File: src/tb/ucode.mem
// One 32-bit coherence engine microcode word per line in binary, word 0 first
00111100000000010000000000000001
10001100001000100000000000000100
00000000010000110001000000100000
10101100011000100000000000001000
00010100010000001111111111111100
00100100100001000000000000000001
00000000100001010010100000101010
00010000101000000000000000000011
11011110101011011011111011101111
01011010010110101100001111000011
01111111000000001111111100000001
00000001001000110100010101100111
10001001101010111100110111101111
11110000111000011101001011000011
00001111000111100010110100111100
11111111111111110000000000000000
File: src/cfg_params_pkg.sv
package cfg_params_pkg;

  // **************************************************
  // Sizes
  // **************************************************
  localparam int NUM_CORES    = 4;
  localparam int CORE_IDX_W   = $clog2(NUM_CORES);
  localparam int UCODE_DEPTH  = 16;
  localparam int UCODE_ADDR_W = $clog2(UCODE_DEPTH);
  localparam int UCODE_WIDTH  = 32;
  localparam int DATA_WIDTH   = 32;
  localparam int CFG_ADDR_W   = 8;
  localparam int MASK_W       = 8;
  localparam int MAX_CREDITS  = 2;
  localparam int CREDIT_W     = $clog2(MAX_CREDITS + 1);
  localparam int SYNC_CYCLES  = 16;
  localparam int SYNC_W       = $clog2(SYNC_CYCLES);
  localparam string UCODE_FILE = "/design/src/tb/ucode.mem"; // Coherence engine boot image

  // **************************************************
  // Register map and codes
  // **************************************************
  localparam int REG_IDX_W = 3;
  localparam logic [REG_IDX_W-1:0] REG_RESET       = 3'd0;
  localparam logic [REG_IDX_W-1:0] REG_FREEZE      = 3'd1;
  localparam logic [REG_IDX_W-1:0] REG_ICACHE_MODE = 3'd2;
  localparam logic [REG_IDX_W-1:0] REG_DCACHE_MODE = 3'd3;
  localparam logic [REG_IDX_W-1:0] REG_DOMAIN_MASK = 3'd4; // Highest valid index
  localparam logic DEV_REG       = 1'b0;
  localparam logic DEV_UCODE     = 1'b1;
  localparam logic MODE_UNCACHED = 1'b0;
  localparam logic MODE_NORMAL   = 1'b1;

endpackage

File: src/cfg_types_pkg.sv
package cfg_types_pkg;

  import cfg_params_pkg::*;

  // Register view of a configuration address
  typedef struct packed {
    logic [CORE_IDX_W-1:0]                          core;
    logic                                           dev;
    logic [CFG_ADDR_W-CORE_IDX_W-1-REG_IDX_W-1:0]   pad;
    logic [REG_IDX_W-1:0]                           idx;
  } cfg_reg_addr_s;

  // Microcode view of a configuration address
  typedef struct packed {
    logic [CORE_IDX_W-1:0]                          core;
    logic                                           dev;
    logic [UCODE_ADDR_W-1:0]                        idx;
    logic [CFG_ADDR_W-CORE_IDX_W-1-UCODE_ADDR_W-1:0] pad;
  } cfg_ucode_addr_s;

  typedef union packed {
    cfg_reg_addr_s   r;
    cfg_ucode_addr_s u; // Selected when dev is DEV_UCODE
  } cfg_addr_u;

  typedef struct packed {
    cfg_addr_u              addr;
    logic [DATA_WIDTH-1:0]  data;
  } cfg_cmd_s;

  typedef struct packed {
    logic err;
  } cfg_resp_s;

  typedef struct packed {
    logic              reset;
    logic              freeze;
    logic              icache_mode;
    logic              dcache_mode;
    logic [MASK_W-1:0] domain_mask;
  } core_status_s;

endpackage

File: src/cfg_addr_decode.sv
`timescale 1ns/1ns

module cfg_addr_decode (
  input  cfg_types_pkg::cfg_addr_u                paddr_i,
  input  logic                                    psel_i,
  output logic [cfg_params_pkg::NUM_CORES-1:0]    psel_o,
  input  logic [cfg_params_pkg::NUM_CORES-1:0]    pready_vec_i,
  input  logic [cfg_params_pkg::NUM_CORES-1:0]    pslverr_vec_i,
  output logic                                    pready_o,
  output logic                                    pslverr_o
);
  import cfg_params_pkg::*;

  logic [CORE_IDX_W-1:0] core_sel;

  // **************************************************
  // Target select
  // **************************************************
  assign core_sel = paddr_i.r.core; // Core field sits in the same place in both views

  always_comb begin
    psel_o           = '0;
    psel_o[core_sel] = psel_i;
  end

  // Return path from the selected core
  assign pready_o  = pready_vec_i[core_sel];
  assign pslverr_o = pslverr_vec_i[core_sel];

endmodule

File: src/cfg_apb_master.sv
`timescale 1ns/1ns

module cfg_apb_master (
  input  logic                                    clk_i,
  input  logic                                    reset_i,
  input  cfg_types_pkg::cfg_cmd_s                 cmd_i,
  input  logic                                    cmd_v_i,
  output logic                                    cmd_ready_o,
  output cfg_types_pkg::cfg_resp_s                resp_o,
  output logic                                    resp_v_o,
  output cfg_types_pkg::cfg_addr_u                paddr_o,
  output logic                                    psel_o,
  output logic                                    penable_o,
  output logic [cfg_params_pkg::DATA_WIDTH-1:0]   pwdata_o,
  input  logic                                    pready_i,
  input  logic                                    pslverr_i
);
  import cfg_types_pkg::*;

  typedef enum logic [1:0] {ST_IDLE, ST_SETUP, ST_ACCESS} state_e;

  state_e   state_r;
  cfg_cmd_s cur_r;
  cfg_cmd_s buf_r;
  logic     buf_v_r;
  logic     accept;
  logic     done;

  assign cmd_ready_o = (state_r == ST_IDLE) | ((state_r == ST_ACCESS) & ~buf_v_r);
  assign accept      = cmd_v_i & cmd_ready_o;
  assign done        = (state_r == ST_ACCESS) & pready_i; // Access completes

  always_ff @(posedge clk_i) begin
    if (reset_i) begin
      state_r <= ST_IDLE;
      buf_v_r <= 1'b0;
    end else begin
      case (state_r)
        ST_IDLE:   if (accept) state_r <= ST_SETUP;
        ST_SETUP:  state_r <= ST_ACCESS;
        ST_ACCESS: if (done) state_r <= (buf_v_r || accept) ? ST_SETUP : ST_IDLE;
        default:   state_r <= ST_IDLE;
      endcase
      if (state_r == ST_ACCESS) buf_v_r <= done ? 1'b0 : (buf_v_r | accept);
    end
  end

  always_ff @(posedge clk_i) begin
    if (state_r == ST_IDLE && accept) cur_r <= cmd_i;
    else if (done) cur_r <= buf_v_r ? buf_r : cmd_i; // Next in line goes straight to setup
    if (state_r == ST_ACCESS && accept && !done) buf_r <= cmd_i;
  end

  assign psel_o     = state_r != ST_IDLE;
  assign penable_o  = state_r == ST_ACCESS;
  assign paddr_o    = cur_r.addr;
  assign pwdata_o   = cur_r.data;
  assign resp_v_o   = done;
  assign resp_o.err = pslverr_i;

endmodule

File: src/cfg_boot_top.sv
`timescale 1ns/1ns

module cfg_boot_top (
  input  logic                                  clk_i,
  input  logic                                  reset_i,
  input  logic [cfg_params_pkg::MASK_W-1:0]     domain_mask_i,
  input  logic [cfg_params_pkg::NUM_CORES-1:0]  stall_i,
  input  logic [cfg_params_pkg::NUM_CORES-1:0][cfg_params_pkg::UCODE_ADDR_W-1:0] ucode_raddr_i,
  output logic [cfg_params_pkg::NUM_CORES-1:0][cfg_params_pkg::UCODE_WIDTH-1:0]  ucode_rdata_o,
  output cfg_types_pkg::core_status_s [cfg_params_pkg::NUM_CORES-1:0]           status_o,
  output logic                                  done_o,
  output logic                                  err_o
);
  import cfg_params_pkg::*;
  import cfg_types_pkg::*;

  cfg_cmd_s               cmd;
  cfg_resp_s              resp;
  cfg_addr_u              paddr;
  logic                   cmd_v, cmd_ready, resp_v;
  logic                   psel, penable, pready, pslverr;
  logic [DATA_WIDTH-1:0]  pwdata;
  logic [NUM_CORES-1:0]   psel_vec, pready_vec, pslverr_vec;

  cfg_loader u_loader (
    .clk_i, .reset_i, .domain_mask_i,
    .cmd_o(cmd), .cmd_v_o(cmd_v), .cmd_ready_i(cmd_ready),
    .resp_i(resp), .resp_v_i(resp_v), .done_o, .err_o
  );

  cfg_apb_master u_master (
    .clk_i, .reset_i,
    .cmd_i(cmd), .cmd_v_i(cmd_v), .cmd_ready_o(cmd_ready),
    .resp_o(resp), .resp_v_o(resp_v),
    .paddr_o(paddr), .psel_o(psel), .penable_o(penable), .pwdata_o(pwdata),
    .pready_i(pready), .pslverr_i(pslverr)
  );

  cfg_addr_decode u_decode (
    .paddr_i(paddr), .psel_i(psel), .psel_o(psel_vec),
    .pready_vec_i(pready_vec), .pslverr_vec_i(pslverr_vec),
    .pready_o(pready), .pslverr_o(pslverr)
  );

  // **************************************************
  // One register block per core
  // **************************************************
  for (genvar i = 0; i < NUM_CORES; i++) begin : g_core
    cfg_core_regs u_regs (
      .clk_i, .reset_i,
      .paddr_i(paddr), .psel_i(psel_vec[i]), .penable_i(penable), .pwdata_i(pwdata),
      .stall_i(stall_i[i]), .pready_o(pready_vec[i]), .pslverr_o(pslverr_vec[i]),
      .status_o(status_o[i]),
      .ucode_raddr_i(ucode_raddr_i[i]), .ucode_rdata_o(ucode_rdata_o[i])
    );
  end

endmodule

File: src/cfg_core_regs.sv
`timescale 1ns/1ns

module cfg_core_regs (
  input  logic                                      clk_i,
  input  logic                                      reset_i,
  input  cfg_types_pkg::cfg_addr_u                  paddr_i,
  input  logic                                      psel_i,
  input  logic                                      penable_i,
  input  logic [cfg_params_pkg::DATA_WIDTH-1:0]     pwdata_i,
  input  logic                                      stall_i,
  output logic                                      pready_o,
  output logic                                      pslverr_o,
  output cfg_types_pkg::core_status_s               status_o,
  input  logic [cfg_params_pkg::UCODE_ADDR_W-1:0]   ucode_raddr_i,
  output logic [cfg_params_pkg::UCODE_WIDTH-1:0]    ucode_rdata_o
);
  import cfg_params_pkg::*;
  import cfg_types_pkg::*;

  logic [UCODE_WIDTH-1:0] ucode_ram [UCODE_DEPTH];
  core_status_s           status_r;
  logic                   wr_done;
  logic                   reg_sel;
  logic                   ucode_sel;
  logic                   bad_idx;

  assign wr_done   = psel_i & penable_i & ~stall_i; // Last cycle of an access
  assign reg_sel   = paddr_i.r.dev == DEV_REG;
  assign ucode_sel = paddr_i.u.dev == DEV_UCODE;
  assign bad_idx   = reg_sel & (paddr_i.r.idx > REG_DOMAIN_MASK);

  assign pready_o  = ~stall_i; // Each stalled cycle is one wait state
  assign pslverr_o = wr_done & bad_idx;

  // **************************************************
  // Status registers
  // **************************************************
  always_ff @(posedge clk_i) begin
    if (reset_i) begin
      status_r.reset       <= 1'b1;
      status_r.freeze      <= 1'b1;
      status_r.icache_mode <= MODE_UNCACHED;
      status_r.dcache_mode <= MODE_UNCACHED;
      status_r.domain_mask <= '0;
    end else if (wr_done && reg_sel) begin
      case (paddr_i.r.idx)
        REG_RESET:       status_r.reset       <= pwdata_i[0];
        REG_FREEZE:      status_r.freeze      <= pwdata_i[0];
        REG_ICACHE_MODE: status_r.icache_mode <= pwdata_i[0];
        REG_DCACHE_MODE: status_r.dcache_mode <= pwdata_i[0];
        REG_DOMAIN_MASK: status_r.domain_mask <= pwdata_i[MASK_W-1:0];
        default: ; // Rejected with pslverr
      endcase
    end
  end

  always_ff @(posedge clk_i) begin
    if (wr_done && ucode_sel) ucode_ram[paddr_i.u.idx] <= pwdata_i[UCODE_WIDTH-1:0];
  end

  assign status_o      = status_r;
  assign ucode_rdata_o = ucode_ram[ucode_raddr_i];

endmodule

File: src/cfg_loader.sv
`timescale 1ns/1ns

module cfg_loader (
  input  logic                                clk_i,
  input  logic                                reset_i,
  input  logic [cfg_params_pkg::MASK_W-1:0]   domain_mask_i,
  output cfg_types_pkg::cfg_cmd_s             cmd_o,
  output logic                                cmd_v_o,
  input  logic                                cmd_ready_i,
  input  cfg_types_pkg::cfg_resp_s            resp_i,
  input  logic                                resp_v_i,
  output logic                                done_o,
  output logic                                err_o
);
  import cfg_params_pkg::*;

  typedef enum logic [3:0] {
    ST_RESET_SET, ST_FREEZE_SET, ST_RESET_CLR, ST_UCODE, ST_ICACHE, ST_DCACHE,
    ST_WAIT_SYNC, ST_DOMAIN, ST_FREEZE_CLR, ST_WAIT_CREDITS, ST_DONE
  } state_e;

  state_e                   state_r;
  state_e                   step_next;
  logic [UCODE_WIDTH-1:0]   ucode_rom [UCODE_DEPTH];
  logic [CORE_IDX_W-1:0]    core_r;
  logic [UCODE_ADDR_W-1:0]  word_r;
  logic [CREDIT_W-1:0]      credits_r;
  logic [SYNC_W-1:0]        sync_r;
  logic [MASK_W-1:0]        mask_r;
  logic                     err_r;
  logic                     sending;
  logic                     fire;
  logic                     last_core;
  logic                     last_word;
  logic                     step_end;
  logic                     credits_empty;

  initial $readmemb(UCODE_FILE, ucode_rom);

  assign last_core     = core_r == CORE_IDX_W'(NUM_CORES - 1);
  assign last_word     = word_r == UCODE_ADDR_W'(UCODE_DEPTH - 1);
  assign credits_empty = credits_r == '0;
  assign sending       = state_r inside {ST_RESET_SET, ST_FREEZE_SET, ST_RESET_CLR, ST_UCODE,
                                         ST_ICACHE, ST_DCACHE, ST_DOMAIN, ST_FREEZE_CLR};
  assign cmd_v_o  = sending & (credits_r < CREDIT_W'(MAX_CREDITS)); // Credit limit
  assign fire     = cmd_v_o & cmd_ready_i;
  assign step_end = last_core & ((state_r != ST_UCODE) | last_word); // Last write of a step
  assign done_o   = state_r == ST_DONE;
  assign err_o    = err_r;

  // **************************************************
  // Command for the current step and core
  // **************************************************
  always_comb begin
    cmd_o            = '0;
    cmd_o.addr.r.core = core_r;
    cmd_o.addr.r.dev  = DEV_REG;
    step_next        = state_r;
    case (state_r)
      ST_RESET_SET: begin
        cmd_o.addr.r.idx = REG_RESET;
        cmd_o.data       = DATA_WIDTH'(1);
        step_next        = ST_FREEZE_SET;
      end
      ST_FREEZE_SET: begin
        cmd_o.addr.r.idx = REG_FREEZE;
        cmd_o.data       = DATA_WIDTH'(1);
        step_next        = ST_RESET_CLR;
      end
      ST_RESET_CLR: begin
        cmd_o.addr.r.idx = REG_RESET;
        step_next        = ST_UCODE;
      end
      ST_UCODE: begin
        cmd_o.addr.u.dev = DEV_UCODE; // Same core field, other view
        cmd_o.addr.u.idx = word_r;
        cmd_o.data       = DATA_WIDTH'(ucode_rom[word_r]);
        step_next        = ST_ICACHE;
      end
      ST_ICACHE: begin
        cmd_o.addr.r.idx = REG_ICACHE_MODE;
        cmd_o.data       = DATA_WIDTH'(MODE_NORMAL);
        step_next        = ST_DCACHE;
      end
      ST_DCACHE: begin
        cmd_o.addr.r.idx = REG_DCACHE_MODE;
        cmd_o.data       = DATA_WIDTH'(MODE_NORMAL);
        step_next        = ST_WAIT_SYNC;
      end
      ST_DOMAIN: begin
        cmd_o.addr.r.idx = REG_DOMAIN_MASK;
        cmd_o.data       = DATA_WIDTH'(mask_r);
        step_next        = ST_FREEZE_CLR;
      end
      ST_FREEZE_CLR: begin
        cmd_o.addr.r.idx = REG_FREEZE;
        step_next        = ST_WAIT_CREDITS;
      end
      default: ;
    endcase
  end

  always_ff @(posedge clk_i) begin
    if (reset_i) begin
      state_r   <= ST_RESET_SET;
      core_r    <= '0;
      word_r    <= '0;
      credits_r <= '0;
      sync_r    <= '0;
      err_r     <= 1'b0;
    end else begin
      credits_r <= credits_r + CREDIT_W'(fire) - CREDIT_W'(resp_v_i);
      if (resp_v_i && resp_i.err) err_r <= 1'b1; // Sticky
      if (fire) begin
        if (state_r == ST_UCODE && !last_word) begin
          word_r <= word_r + 1'b1;
        end else begin
          word_r <= '0;
          core_r <= last_core ? '0 : core_r + 1'b1;
        end
        if (step_end) state_r <= step_next;
      end
      case (state_r)
        ST_WAIT_SYNC: if (credits_empty) begin // Count only once all writes completed
          if (sync_r == SYNC_W'(SYNC_CYCLES - 1)) begin
            sync_r  <= '0;
            state_r <= ST_DOMAIN;
          end else begin
            sync_r <= sync_r + 1'b1;
          end
        end
        ST_WAIT_CREDITS: if (credits_empty) state_r <= ST_DONE;
        default: ;
      endcase
    end
  end

  // Mask is sampled on the way into the mask step
  always_ff @(posedge clk_i) begin
    if (state_r == ST_WAIT_SYNC) mask_r <= domain_mask_i;
  end

endmodule

File: config.mk
export PLATFORM = sky130hd
export DESIGN_NAME = cfg_boot_top
export DESIGN_NICKNAME = d
export VERILOG_FILES = /design/src/cfg_params_pkg.sv /design/src/cfg_types_pkg.sv /design/src/cfg_addr_decode.sv /design/src/cfg_apb_master.sv /design/src/cfg_boot_top.sv /design/src/cfg_core_regs.sv /design/src/cfg_loader.sv
export SDC_FILE = /design/constraint.sdc
export NUM_CORES = 1
export LEC_CHECK = 0
export BUFFER_PORTS_ARGS = -buffer_cell sky130_fd_sc_hd__buf_2
export CAP_MARGIN = 5
export CORE_MARGIN = 5
export CORE_UTILIZATION = 35
export CTS_CLUSTER_SIZE = 25
export DETAILED_ROUTE_END_ITERATION = 8
export HOLD_SLACK_MARGIN = 0.03
export SYNTH_ARGS = -nofsm -noshare
export SYNTH_HDL_FRONTEND = slang
export SYNTH_SLANG_ARGS = --single-unit
File: constraint.sdc
create_clock -name clk_i -period 2.6 [get_ports clk_i]
set_clock_uncertainty 0.1 [all_clocks]
set_input_delay 0.52 -clock clk_i [delete_from_list [all_inputs] [get_ports clk_i]]
set_output_delay 0.52 -clock clk_i [all_outputs]
set_load 0.01 [all_outputs]
==> key figures <==
Synthesis
  – Synth cell count leaders: edfxtp_1, nor2_1, buf_4
  – Post-synth ARST share: 0%
  – Most frequent cell after synthesis: edfxtp_1
  – Sequential fraction of the synthesis area: between 70 and 80%
  – Netlist cell types: 57
  – Average size of a mapped cell: between 15 and 20 um^2
  – Number of synthesized register bits: 620
  – Yosys warns: 0
  – Main synth FF type: edfxtp_1
  – Leading area contributor after synthesis: edfxtp_1
  – Yosys top cell area share: around two thirds
  – Post-Syn Instances: roughly 1300
  – Post-synth EDFFs: 552
  – Synthesized area: between 20000 and 30000 um^2
  – Synth top area cells: edfxtp_1, mux4_1, mux4_2

Timing
  – Fin crit period: ~2800 ps
  – Relative slew slack: ~46%
  – Worst-Margin Slew: roughly 810 ps
  – Fin. max-slew vios: 0
  – Final worst setup slack: -200 ps
  – Fin crit share: 108%
  – Setup TNS: -4720 ps
  – Setup violations, final: 32
  – RSZ-0062 raised after global routing: yes
  – Final Hold Fails: 0
  – Fmax: between 300 and 400 MHz

Critical path
  – WP data arrival: 2180 ps
  – CP bufs+invs: 1
  – CP delay by family, top: multiplexers
  – Critical Path Start Type: register
  – R2R Setup Slk: between 300 and 400 ps
  – Critical-path cell list: mux4_2 -> mux4_2 -> buf_6
  – Worst path required time: roughly 2000 ps
  – Critical Path Max Stage Delay: 490 ps
  – CP endpoint kind: primary output
  – Crit-path max FO: 1
  – Worst setup path class: reg -> out
  – Levels on crit path: 3
  – Worst path most repeated cell: mux4_2
  – Worst path slowest cell: mux4_2
  – Reg2reg path depth: 8

Detailed routing
  – Wire length per cell: 22.0 um
  – Drt first pass iters: 5
  – ANT nets after route: 0
  – Initial DRC count: 1024
  – Via density per instance: about 4.8
  – Final WL: 56100 um
  – Vias: 12300
  – Post-route DRC: 0

Pwr
  – IR drop worst, VDD: ~530 uV
  – PwrDens: approximately 800 nW/um^2
  – Leakage power: roughly 10 nW

Floorplanning
  – Total Die Area: roughly 80000 um^2
  – Total core area: 72600 um^2
  – Row Count: 99
  – Die H: approximately 280 um
  – Die X-Extent: around 280 um
  – Starting Density: between 30% and 40%
  – IO Count: between 200 and 250

Placement
  – Port bufs: about 110
  – Dpl hpwl: between 30000 and 40000 um
  – Final Wtd Congestion: 0.764
  – DP Area: roughly 27000 um^2
  – Pre-CTS WS: -201 ps
  – Placed cells: 2417

Run
  – Max-cap violations: 0

Finish
  – Ant. Diodes: 0
  – Fillers: between 6000 and 7000
  – Final instance area: a little under 30000 um^2
  – Multi-input combinational cell area: approximately 6400 um^2
  – Area Overhead vs Synth: 16.1%
  – Register Area: ~18000 um^2
  – # nets final: ~1600
  – Layout cells sized above 1: slightly below 30%
  – Post-route non-filler standard cell count: around 2500

Clocking
  – Cts bufs inserted: 67
  – Clk_lat worst skew: 610 ps
  – Setup Buffers After CTS: 0
  – H-tree Lvls: 3
  – Buffer depth of the longest clock path: 3
  – Root Driver: clkbuf_16
  – Clock sink count: 620
  – CTS tree: done
  – Clk pin slew, worst setup/hold paths: roughly 60 ps

Hold path
  – WHS Path Cells: 2
  – Min-delay worst type: in -> reg

Global routing
  – Overflow after GRT: 0
  – Antenna violations before repair: 0
  – Pin count of the biggest net entering global routing: 69
  – First-pass GRT wire length: around 84000 um
  – Vias in the first global route: about 13000
  – Total GRT Usage: between 10 and 15%

Run status
  – Failing checks: negative setup slack
  – Status: finished, violations left
-- flip-flops by register name (all words and copies together), names as in the netlist --
register and count:
u_master.pwdata_o 8, u_loader.state_r 4, u_master.state_r 2, u_loader.core_r 2, u_master.buf_r 16, u_loader.err_o 1, u_loader.sync_r 4, g_core.u_regs.status_o 48
u_loader.word_r 4, u_loader.credits_r 2, u_loader.mask_r 8, u_master.buf_v_r 1, g_core.u_regs.ucode_ram 512, u_master.paddr_o 8
-- final timing paths --
kind	end	from
max	ucode_rdata_o[3]	g_core[0].u_regs.ucode_ram[6][3]
min	g_core[1].u_regs.status_o[8]	reset_i
max reg2reg	u_loader.credits_r[1]	u_master.paddr_o[6]
min reg2reg	u_loader.sync_r[1]	u_loader.sync_r[1]
-- through the flow --
| stage | utilization, % | power (mW) | hold WS [ps] |
|---|---|---|---|
| final | 40.8 | 23.6 | 329 |
| after global placement | 37.8 | 14.3 | 359 |
| after global routing | 40.8 | 24.5 | 347 |
| after floorplan | - | 13.4 | 344 |
| after CTS | 40.9 | 23.9 | 292 |
| after detailed placement | 37.8 | 14.4 | 371 |
-- metal layers --
metal,GRT usage (%),vias to the layer above,routed length (um)
met5,0,-,0
met4,3.82,0,1330
met3,3.36,75,3260
met2,23.1,372,27700
met1,19.1,6387,23900
li1,-,5496,-
-- cell families (layout without fill, tap and decap cells) --
group           Yosys count  count (layout)  share of synthesized area (%)
fa+ha+maj                 6               6                          0.284
xor+xnor                  5               5                          0.172
flops                   620             620                           70.3
mux                     227             227                           18.3
simple gates            239             239                           4.67
other cells               1              96                         0.0147
buf+inv                 166             357                           5.21
compound gates           37              37                           1.04
-- worst register-to-register path, delay by kind of cell, from the launching register on --
| kind | cells | cell delay [ps] |
|---|---|---|
| XOR/XNOR | 2 | 270 |
| adder cells (fa/ha/maj) | 2 | 430 |
| flip-flops | 1 | 420 |
| multiplexers | 1 | 570 |
| AND/OR/NAND/NOR | 2 | 290 |
| buffers and inverters | 1 | 50 |
-- timing repair --
action,in CTS,in global routing
hold endpoints to repair,8,0
setup endpoints to repair,32,32
resized for setup,85,12
hold buffers,8,0
-- cell usage in the layout, fill, tap and decap left out, drive strengths merged, types with 8 or more instances in the layout --
cell type | netlist | routed
nor2b | 8 | 8
nand2b | 12 | 12
nand3 | 27 | 27
clkinv | 1 | 23
mux2 | 18 | 18
inv | 5 | 10
nand4 | 10 | 10
mux2i | 48 | 48
buf | 126 | 222
edfxtp | 552 | 552
dlygate4sd3 | 0 | 8
mux4 | 161 | 161
and2 | 10 | 10
nor3 | 9 | 9
dfxtp | 68 | 68
nor2 | 122 | 122
conb | 1 | 96
a21oi | 15 | 15
nand2 | 18 | 18
clkbuf | 34 | 84
-- power breakdown --
group / internal (mW) / leakage, nW / switching (mW)
registers: 11.7 / 5.57 / 0.209
logic: 0.747 / 3.73 / 1.64
clock network: 5.41 / 1.05 / 3.90
-- layout make-up --
class / count / share of cell area (%)
clock buffer: 84 / 5.97
tap: 959 / 4.05
sequential: 620 / 60.5
inverter: 6 / 0.0760
multi-input combinational: 610 / 21.5
clock inverter: 37 / 1.36
timing repair buffer: 230 / 6.52
(Power assumes the default switching activity.)
